==> src/rtl/gamePkg.sv <==
package gamePkg;

	// pixel colour and game data widths
	localparam int RGB_WIDTH = 8;
	localparam int SCORE_WIDTH = 16;
	localparam int PLAYER_WIDTH = 4;
	localparam int LIFE_WIDTH = 4;

	// entries in the top score table
	localparam int TOP_DEPTH = 3;

	// position of a new entry in the table, TOP_DEPTH means it stays out
	localparam int RANK_WIDTH = $clog2(TOP_DEPTH + 1);

	// clock cycles per second at 50 MHz
	localparam int TICKS_PER_SECOND = 50_000_000;

	// seconds spent on the end screen
	localparam int END_SECONDS = 5;
	localparam int SECOND_COUNT_WIDTH = $clog2(END_SECONDS + 1);

	// screen sequence, also selects the pixel stream
	typedef enum logic [1:0] {
		WELCOME,
		PLAYING,
		SUBMIT,
		ENDING
	} screenState;

endpackage

==> src/rtl/secondTicker.sv <==
module secondTicker import gamePkg::*; #(
	parameter int tickPeriod = TICKS_PER_SECOND
) (
	input	logic	clk,
	input	logic	reset,
	input	logic	clear,
	output	logic	secondPulse
);

localparam int countWidth = (tickPeriod > 1) ? $clog2(tickPeriod) : 1;

logic	[countWidth-1:0]	cycleCount;

always_ff @(posedge clk) begin
	if (reset || clear) begin
		cycleCount <= '0;
		secondPulse <= 1'b0;
	end else if (cycleCount == countWidth'(tickPeriod - 1)) begin
		// terminal count, wrap and fire
		cycleCount <= '0;
		secondPulse <= 1'b1;
	end else begin
		cycleCount <= cycleCount + 1'b1;
		secondPulse <= 1'b0;
	end
end

endmodule

==> src/rtl/screenController.sv <==
module screenController import gamePkg::*; (
	input	logic						clk,
	input	logic						reset,
	input	logic						startKey,
	input	logic						backKey,
	input	logic						secondPulse,
	input	logic						scoreAck,
	input	logic	[LIFE_WIDTH-1:0]	life,
	input	logic	[SCORE_WIDTH-1:0]	score,
	input	logic	[PLAYER_WIDTH-1:0]	playerId,
	output	screenState					state,
	output	logic						tickClear,
	output	logic						scoreReq,
	output	logic	[SCORE_WIDTH-1:0]	reqScore,
	output	logic	[PLAYER_WIDTH-1:0]	reqPlayer
);

logic	[SECOND_COUNT_WIDTH-1:0]	secondCount;
logic								countedPulse;
logic								gameStart;
logic								gameOver;
logic								lastSecond;

assign gameStart = (state == WELCOME) && startKey;
assign gameOver = (state == PLAYING) && (life == '0);

// a pulse from before the ticker was cleared is not a whole second
assign countedPulse = secondPulse && !tickClear;
assign lastSecond = (secondCount == SECOND_COUNT_WIDTH'(END_SECONDS - 1));

always_ff @(posedge clk) begin
	if (reset) begin
		state <= WELCOME;
		tickClear <= 1'b0;
		scoreReq <= 1'b0;
		secondCount <= '0;
	end else begin
		tickClear <= 1'b0;
		case (state)
			WELCOME: begin
				if (gameStart) begin
					state <= PLAYING;
				end
			end
			PLAYING: begin
				if (gameOver) begin
					state <= SUBMIT;
					scoreReq <= 1'b1;
				end
			end
			SUBMIT: begin
				// keys are ignored until the board has the score
				if (scoreReq && scoreAck) begin
					scoreReq <= 1'b0;
				end else if (!scoreReq && !scoreAck) begin
					state <= ENDING;
					tickClear <= 1'b1;
					secondCount <= '0;
				end
			end
			ENDING: begin
				if (backKey) begin
					state <= WELCOME;
				end else if (countedPulse) begin
					if (lastSecond) begin
						state <= WELCOME;
					end else begin
						secondCount <= secondCount + 1'b1;
					end
				end
			end
			default: begin
				state <= WELCOME;
			end
		endcase
	end
end

// player and final score, held steady through the handshake
always_ff @(posedge clk) begin
	if (gameStart) begin
		reqPlayer <= playerId;
	end
	if (gameOver) begin
		reqScore <= score;
	end
end

endmodule

==> src/rtl/scoreBoard.sv <==
module scoreBoard import gamePkg::*; (
	input	logic						clk,
	input	logic						reset,
	input	logic						scoreReq,
	input	logic	[SCORE_WIDTH-1:0]	reqScore,
	input	logic	[PLAYER_WIDTH-1:0]	reqPlayer,
	output	logic						scoreAck,
	output	logic	[SCORE_WIDTH-1:0]	topScore0,
	output	logic	[SCORE_WIDTH-1:0]	topScore1,
	output	logic	[SCORE_WIDTH-1:0]	topScore2,
	output	logic	[PLAYER_WIDTH-1:0]	topPlayer0,
	output	logic	[PLAYER_WIDTH-1:0]	topPlayer1,
	output	logic	[PLAYER_WIDTH-1:0]	topPlayer2
);

// entry 0 holds the best score
logic	[SCORE_WIDTH-1:0]	scoreTable	[TOP_DEPTH];
logic	[PLAYER_WIDTH-1:0]	playerTable	[TOP_DEPTH];
logic	[RANK_WIDTH-1:0]	newRank;
logic						insertNow;

// new entry goes below every entry it does not strictly beat
always_comb begin
	newRank = '0;
	for (int i = 0; i < TOP_DEPTH; i++) begin
		if (scoreTable[i] >= reqScore) begin
			newRank = newRank + 1'b1;
		end
	end
end

// first cycle of a request only, so each one lands once
assign insertNow = scoreReq && !scoreAck;

always_ff @(posedge clk) begin
	if (reset) begin
		scoreAck <= 1'b0;
		for (int i = 0; i < TOP_DEPTH; i++) begin
			scoreTable[i] <= '0;
			playerTable[i] <= '0;
		end
	end else if (insertNow) begin
		scoreAck <= 1'b1;
		// entries below the new one move down, the last falls out
		for (int i = TOP_DEPTH - 1; i > 0; i--) begin
			if (RANK_WIDTH'(i) > newRank) begin
				scoreTable[i] <= scoreTable[i-1];
				playerTable[i] <= playerTable[i-1];
			end
		end
		if (newRank < RANK_WIDTH'(TOP_DEPTH)) begin
			scoreTable[newRank] <= reqScore;
			playerTable[newRank] <= reqPlayer;
		end
	end else if (!scoreReq) begin
		scoreAck <= 1'b0;
	end
end

assign topScore0 = scoreTable[0];
assign topScore1 = scoreTable[1];
assign topScore2 = scoreTable[2];
assign topPlayer0 = playerTable[0];
assign topPlayer1 = playerTable[1];
assign topPlayer2 = playerTable[2];

endmodule

==> src/rtl/screenMux.sv <==
module screenMux import gamePkg::*; (
	input	logic						clk,
	input	logic						reset,
	input	screenState					state,
	input	logic	[RGB_WIDTH-1:0]		rgbWelcome,
	input	logic	[RGB_WIDTH-1:0]		rgbMain,
	input	logic	[RGB_WIDTH-1:0]		rgbEnd,
	output	logic	[RGB_WIDTH-1:0]		rgb
);

always_ff @(posedge clk) begin
	if (reset) begin
		rgb <= '0;
	end else begin
		unique case (state)
			WELCOME: rgb <= rgbWelcome;
			// main screen stays up while the score is handed over
			PLAYING, SUBMIT: rgb <= rgbMain;
			ENDING: rgb <= rgbEnd;
		endcase
	end
end

endmodule

==> src/rtl/gameTop.sv <==
module gameTop import gamePkg::*; #(
	parameter int tickPeriod = TICKS_PER_SECOND
) (
	input	logic						clk,
	input	logic						reset,
	input	logic						startKey,
	input	logic						backKey,
	input	logic	[LIFE_WIDTH-1:0]	life,
	input	logic	[SCORE_WIDTH-1:0]	score,
	input	logic	[PLAYER_WIDTH-1:0]	playerId,
	input	logic	[RGB_WIDTH-1:0]		rgbWelcome,
	input	logic	[RGB_WIDTH-1:0]		rgbMain,
	input	logic	[RGB_WIDTH-1:0]		rgbEnd,
	output	screenState					state,
	output	logic	[RGB_WIDTH-1:0]		rgb,
	output	logic	[SCORE_WIDTH-1:0]	topScore0,
	output	logic	[SCORE_WIDTH-1:0]	topScore1,
	output	logic	[SCORE_WIDTH-1:0]	topScore2,
	output	logic	[PLAYER_WIDTH-1:0]	topPlayer0,
	output	logic	[PLAYER_WIDTH-1:0]	topPlayer1,
	output	logic	[PLAYER_WIDTH-1:0]	topPlayer2
);

logic						secondPulse;
logic						tickClear;
logic						scoreReq;
logic						scoreAck;
logic	[SCORE_WIDTH-1:0]	reqScore;
logic	[PLAYER_WIDTH-1:0]	reqPlayer;

secondTicker #(
	.tickPeriod(tickPeriod)
) secondTickerInst (
// input
	.clk(clk),
	.reset(reset),
	.clear(tickClear),
// output
	.secondPulse(secondPulse)
);

screenController screenControllerInst (
// input
	.clk(clk),
	.reset(reset),
	.startKey(startKey),
	.backKey(backKey),
	.secondPulse(secondPulse),
	.scoreAck(scoreAck),
	.life(life),
	.score(score),
	.playerId(playerId),
// output
	.state(state),
	.tickClear(tickClear),
	.scoreReq(scoreReq),
	.reqScore(reqScore),
	.reqPlayer(reqPlayer)
);

scoreBoard scoreBoardInst (
// input
	.clk(clk),
	.reset(reset),
	.scoreReq(scoreReq),
	.reqScore(reqScore),
	.reqPlayer(reqPlayer),
// output
	.scoreAck(scoreAck),
	.topScore0(topScore0),
	.topScore1(topScore1),
	.topScore2(topScore2),
	.topPlayer0(topPlayer0),
	.topPlayer1(topPlayer1),
	.topPlayer2(topPlayer2)
);

screenMux screenMuxInst (
// input
	.clk(clk),
	.reset(reset),
	.state(state),
	.rgbWelcome(rgbWelcome),
	.rgbMain(rgbMain),
	.rgbEnd(rgbEnd),
// output
	.rgb(rgb)
);

endmodule

==> config.mk <==
export PLATFORM = sky130hd
export DESIGN_NAME = gameTop
export DESIGN_NICKNAME = d
export VERILOG_FILES = /design/src/rtl/gamePkg.sv /design/src/rtl/secondTicker.sv /design/src/rtl/screenController.sv /design/src/rtl/scoreBoard.sv /design/src/rtl/screenMux.sv /design/src/rtl/gameTop.sv
export SDC_FILE = /design/constraint.sdc
export NUM_CORES = 1
export LEC_CHECK = 0
export BUFFER_PORTS_ARGS = -buffer_cell sky130_fd_sc_hd__buf_2
export CORE_UTILIZATION = 61
export CTS_BUF_LIST = sky130_fd_sc_hd__clkbuf_4 sky130_fd_sc_hd__clkbuf_8 sky130_fd_sc_hd__clkbuf_16
export CTS_CLUSTER_DIAMETER = 40
export CTS_CLUSTER_SIZE = 28
export DETAILED_ROUTE_END_ITERATION = 6
export HOLD_SLACK_MARGIN = 0.03
export PLACE_DENSITY = 0.86
export SYNTH_ARGS = -nofsm -noshare
export SYNTH_HDL_FRONTEND = slang
export SYNTH_SLANG_ARGS = --single-unit
==> constraint.sdc <==
create_clock -name clk -period 7.6 [get_ports clk]
set_input_delay 0.38 -clock clk [delete_from_list [all_inputs] [get_ports clk]]
set_output_delay 0.38 -clock clk [all_outputs]
set_load 0.03 [all_outputs]
==> Word level (Yosys, flattened, before mapping) <==
Memories as Yosys holds them, arrays and structs flattened.
Index checks and enable logic that the tools add are counted.
{ "totals": {"register_bits": 63, "wordCells": 114, "ram_bits": 60, "memories": 2} }
{ "op_classes": {"eq_ne": 16, "mux": 49, "n_addsub": 4, "bitwise": 5, "magnitude_cmp": 6, "n_reduce_logical": 22} }
{ "memory_table": {"columns": ["memory", "depth", "word_bits", "rd", "rd_ports_with_merged_regs", "wr", "line_no", "source"], "rows": [
  ["scoreBoardInst.scoreTable", 3, 16, 3, 0, 3, "scoreBoard.sv:17", "logic [SCORE_WIDTH-1:0] scoreTable [TOP_DEPTH];"],
  ["scoreBoardInst.playerTable", 3, 4, 3, 0, 3, "scoreBoard.sv:18", "logic [PLAYER_WIDTH-1:0] playerTable [TOP_DEPTH];"]
]} }
{ "ops": {"columns": ["op", "count"], "rows": [
  ["$ge 16x16->1", 3],
  ["$mux 16", 3],
  ["$add 26x1->26 const B", 1],
  ["$eq 26x26->1 const B", 1],
  ["$pmux 8 s3", 1],
  ["$mux 1", 23],
  ["$mux 2", 11],
  ["$reduce_or 16->1", 1],
  ["$mux 3", 5],
  ["$mux 4", 3],
  ["$ne 2x1->1 const B", 6],
  ["$reduce_and 6->1", 2],
  ["$pmux 2 s4", 1],
  ["$logic_and 1x1->1", 6],
  ["$ne 2x2->1 const B", 3],
  ["$ne 3x2->1 const B", 2],
  ["$pmux 3 s2", 1],
  ["$eq 2x2->1 const B", 2],
  ["$logic_not 4->1", 1],
  ["$or 1x1->1", 4],
  ["$reduce_bool 2->1", 2],
  ["$reduce_or 2->1", 2],
  ["$reduce_or 4->1", 1],
  ["$add 3x1->3 const B", 1],
  ["other kinds (14)", 16]
]} }

==> Longest topological paths before layout <==
An unclocked memory read counts as a cell.
{ "depth": {"word_depth": 14, "depth_mapped": 16, "mapped_depth_nobuf": 15} }

==> Modules after synthesis <==
Synthesis repeated with hierarchy kept, for this count alone.
{ "hier_totals": {"cells_unflattened": 752, "hier_area_um2": 7888.8} }
{ "modules_own_cells": {"columns": ["module", "seq_area_each_um2", "instances", "area_each_um2", "cells_per_inst"], "rows": [
  ["scoreBoard", 1821.7, 1, 4897.2, 488],
  ["secondTicker", 540.5, 1, 1316.3, 143],
  ["screenController", 740.7, 1, 1163.6, 81],
  ["screenMux", 160.2, 1, 511.7, 40]
]} }

==> Worst setup path after synthesis <==
No wires, ideal clock.
{ "synth_path": {"path_type": "flip-flop to flip-flop", "start": "memory scoreBoardInst.scoreTable[1][9]", "end": "memory scoreBoardInst.playerTable[1][0], enable pin", "arrival_time_ns": 3.503, "synth_period_minus_slack_ns": 3.904, "path_stages_with_launch": 13, "t_required_ns": 7.199, "setup_time_ns": 0.401, "slack_ns": 3.696, "path_cell_list": "edfxtp_1 ha_1 a21o_1 a21o_1 a21oi_1 nor2_1 a2111oi_0 o21ai_0 ha_1 inv_1 mux2i_1 buf_2 o21bai_1"} }
{ "synth_lines": {"columns": ["element", "line_no"], "rows": [
  ["start, declared", "scoreBoard.sv:17"],
  ["end, declared", "scoreBoard.sv:18"]
]} }

==> results.py <==
metrics = {
    "power_and_ir_drop": {
        "leakage_nw": 3.38,
        "ir_worst_vdd_mv": 0.204,
        "power_w": 0.00232,
        "power.density_nw_per_um2": 283,
    },
    "synthesis": {
        "ys_seq_area_frac": 0.477,
        "synth_xor_area_frac": 0.0307,
        "ys_types": 56,
        "synth_common_cells": "80 x edfxtp_1, 60 x nor2_1, 58 x ha_1, 43 x dfxtp_1, 40 x a21oi_1",
        "synth_edf_count": 80,
        "synth_fp_nets": 788,
        "synth_flop_cell": "edfxtp_1",
        "syn_area_per_cell_um2": 10.1,
        "muxShareOfSynthArea": 0.00293,
        "synth_area_um2": 6840,
        "async_flop_share": 0,
        "yosysWarnings": 0,
        "synth_cells": 678,
        "synth-seq-cells": 123,
        "synth_top_cell_area_share": 0.351,
        "synth-simple-area-share": 0.166,
        "synth_top_family_by_area": "compound AO/OA/AOI/OAI gates",
        "synth_top_area_cell": "edfxtp_1",
        "netlist_top_cells_area": "edfxtp_1 35%, dfxtp_1 13%, ha_1 11%",
        "synthAdderAreaFrac": 0.106,
        "synth.most_common_cell": "edfxtp_1",
        "synth-compound-area-share": 0.174,
    },
    "final_layout": {
        "area_growth_pct": 20.1,
        "fin_util": 0.754,
        "num_antenna_cells": 0,
        "drive_gt1_frac": 0.218,
        "finish.net_count": 905,
    },
    "routing": {
        "drc_errors": 2,
        "drt.antenna.violating_nets": 0,
        "wire_per_inst_um": 19.2,
        "drtPass1Iterations": 7,
        "vias": 6114,
        "wirelength_um": 18200,
        "vias_per_cell": 6.45,
        "drtIter0Drc": 709,
    },
    "critical_path": {
        "r2r_slack_ps": 3130,
        "r2r-end": "scoreBoardInst.playerTable[0][0]$_SDFFCE_PN0P_",
        "r2r_start": "screenControllerInst.reqScore[9]$_DFFE_PP_",
        "worstSetupStartpointType": "flop",
        "endpoint_kind": "flop",
        "cp.arrival_ps": 4630,
        "critPathRequiredTime_ps": 7760,
        "worstSetupPathType": "reg2reg",
        "reg2reg_depth": 13,
        "path_max_fanout": 24,
    },
    "grt": {
        "track_usage": 0.324,
        "grt_pass1_wl_um": 28700,
        "grt_overflow_total": 0,
        "antenna_found_initial": 0,
        "grt_max_degree": 42,
        "grt_pass1_vias": 5743,
    },
    "clock_network": {
        "postCtsSetupRepairBufs": 0,
        "clk_latency_ps": 520,
        "cts_tree": "yes",
        "htree_levels": 4,
        "clk_pin_slew_worst_paths_ps": 60,
        "cts_buffer_depth": 2,
        "cts_sinks": 123,
        "clockRootBuffer": "clkbuf_8",
        "cts_buffers": 17,
    },
    "timing": {
        "worstMarginPinSlew_ps": 1050,
        "max_freq_mhz": 224,
        "rsz0062_at_grt": "no",
        "period_minus_slack_ps": 4470,
        "relSlewSlack": 0.302,
        "slew_violations": 0,
        "setup_viol": 0,
        "hold_viol": 0,
        "period_share": 0.588,
        "holdWs_ps": 47.4,
        "tns_ps": 0,
        "clock_skew_ps": 10.7,
    },
    "floorplanning": {
        "die_y_um": 108,
        "start_util": 0.628,
        "ioPinCount": 122,
        "die_x_um": 108,
        "dieArea_um2": 11600,
        "coreArea_um2": 10900,
        "num_rows": 38,
    },
    "outcome": {
        "violations": "design-rule violations",
        "outcome": "complete, but fails checks",
    },
    "place": {
        "numPortBuffers": 121,
        "place_congestion": 0.962,
        "hpwlAfterDp_um": 12700,
    },
    "hold_path": {
        "hp-class": "in2reg",
        "worstHoldPathCells": 1,
        "min_to": "screenControllerInst.reqScore[13]$_DFFE_PP_",
        "hold_start": "score[13]",
    },
    "flow_run": {
        "maxCapViolations": 0,
    },
}
cells in the final DEF, fill, tap and decap left out, types with 12 or more instances in the layout:
master       n
buf_2      121
edfxtp_1    80
nor2_1      60
ha_1        58
dfxtp_1     43
a21oi_1     40
nand2_1     35
inv_1       29
nand3_1     29
o21ai_0     27
a211oi_1    23
and2_1      23
nor4_1      23
a31oi_1     22
a32oi_1     20
clkbuf_16   18
nand4_1     14
xnor2_1     12
xor2_1      12
worst max-delay path by stage:
stage	slack (ps)	start	to	depth (start not counted)
3_5_place_dp	3220	screenControllerInst.reqScore[9]$_DFFE_PP_	scoreBoardInst.scoreTable[0][10]$_SDFFCE_PN0P_	13
2_1_floorplan	3700	scoreBoardInst.scoreTable[1][9]$_DFFE_PP_	scoreBoardInst.playerTable[1][0]$_DFFE_PP_	12
3_3_place_gp	3350	screenControllerInst.reqScore[9]$_DFFE_PP_	scoreBoardInst.scoreTable[0][8]$_SDFFCE_PN0P_	13
4_1_cts	3180	screenControllerInst.reqScore[9]$_DFFE_PP_	scoreBoardInst.scoreTable[0][2]$_SDFFCE_PN0P_	13
6_report	3130	screenControllerInst.reqScore[9]$_DFFE_PP_	scoreBoardInst.playerTable[0][0]$_SDFFCE_PN0P_	13
5_1_grt	2840	screenControllerInst.reqScore[9]$_DFFE_PP_	scoreBoardInst.scoreTable[0][2]$_SDFFCE_PN0P_	13
routing by layer:
metal	GRT usage	vias up	wire length, um
met5	0	-	0
met3	0.0932	65	1960
met4	0.134	0	536
li1	-	2801	-
met2	0.522	413	8570
met1	0.406	2835	7150
registers in the layout (all words and copies together), names as in the netlist, 2 cells and up:
| name | cells |
|---|---|
| scoreBoardInst.playerTable | 12 |
| screenControllerInst.state | 2 |
| secondTickerInst.cycleCount | 26 |
| scoreBoardInst.scoreTable | 48 |
| screenControllerInst.reqScore | 16 |
| screenControllerInst.reqPlayer | 4 |
| screenControllerInst.secondCount | 3 |
| screenMuxInst.rgb | 8 |
cells by family (layout without fill, tap and decap cells):
family,Yosys count,after routing
and+or+nand+nor,222,222
AOI/OAI and AO/OA,177,177
DFF,123,123
buffers and inverters,72,202
adders and majority gates,58,58
xor gates and xnor gates,24,24
muxes,2,2
critical path, stage by stage (launching register included):
cell,delay (ps)
edfxtp_1,470
inv_1,160
ha_1,270
a21o_1,180
a21o_1,170
a21oi_1,150
nor2_1,50
a2111oi_0,560
o21a_1,210
ha_1,780
o311ai_1,220
a21oi_1,190
buf_4,240
or2_2,450
report_power, final:
part	internal (W)	switching (W)	total, W
logic	0.000206	0.000447	0.000652
registers	0.000807	0.0000702	0.000877
clock network	0.000497	0.000296	0.000793
cell type report:
cell class | instances | area [um2]
clock inverter | 8 | 77.6
multi-input combinational | 483 | 3300
timing repair buffer | 141 | 778
fill | 715 | 2680
sequential | 123 | 3260
tap | 140 | 175
inverter | 29 | 109
clock buffer | 24 | 508
through the flow:
step	instance area [um2]	setup WS [ps]	cells
after detailed placement	7540	3220	907
final	8210	3130	948
after floorplan	6840	3700	678
after global routing	8210	2840	948
after CTS	8210	3180	948
after global placement	7540	3350	907
timing repair:
action | 4_1_cts | 5_1_grt
hold endpoints to repair | 9 | 0
hold buffers | 9 | 0
gates resized for setup | 0 | 0
No activity file was read; power rests on OpenSTA's default activity.
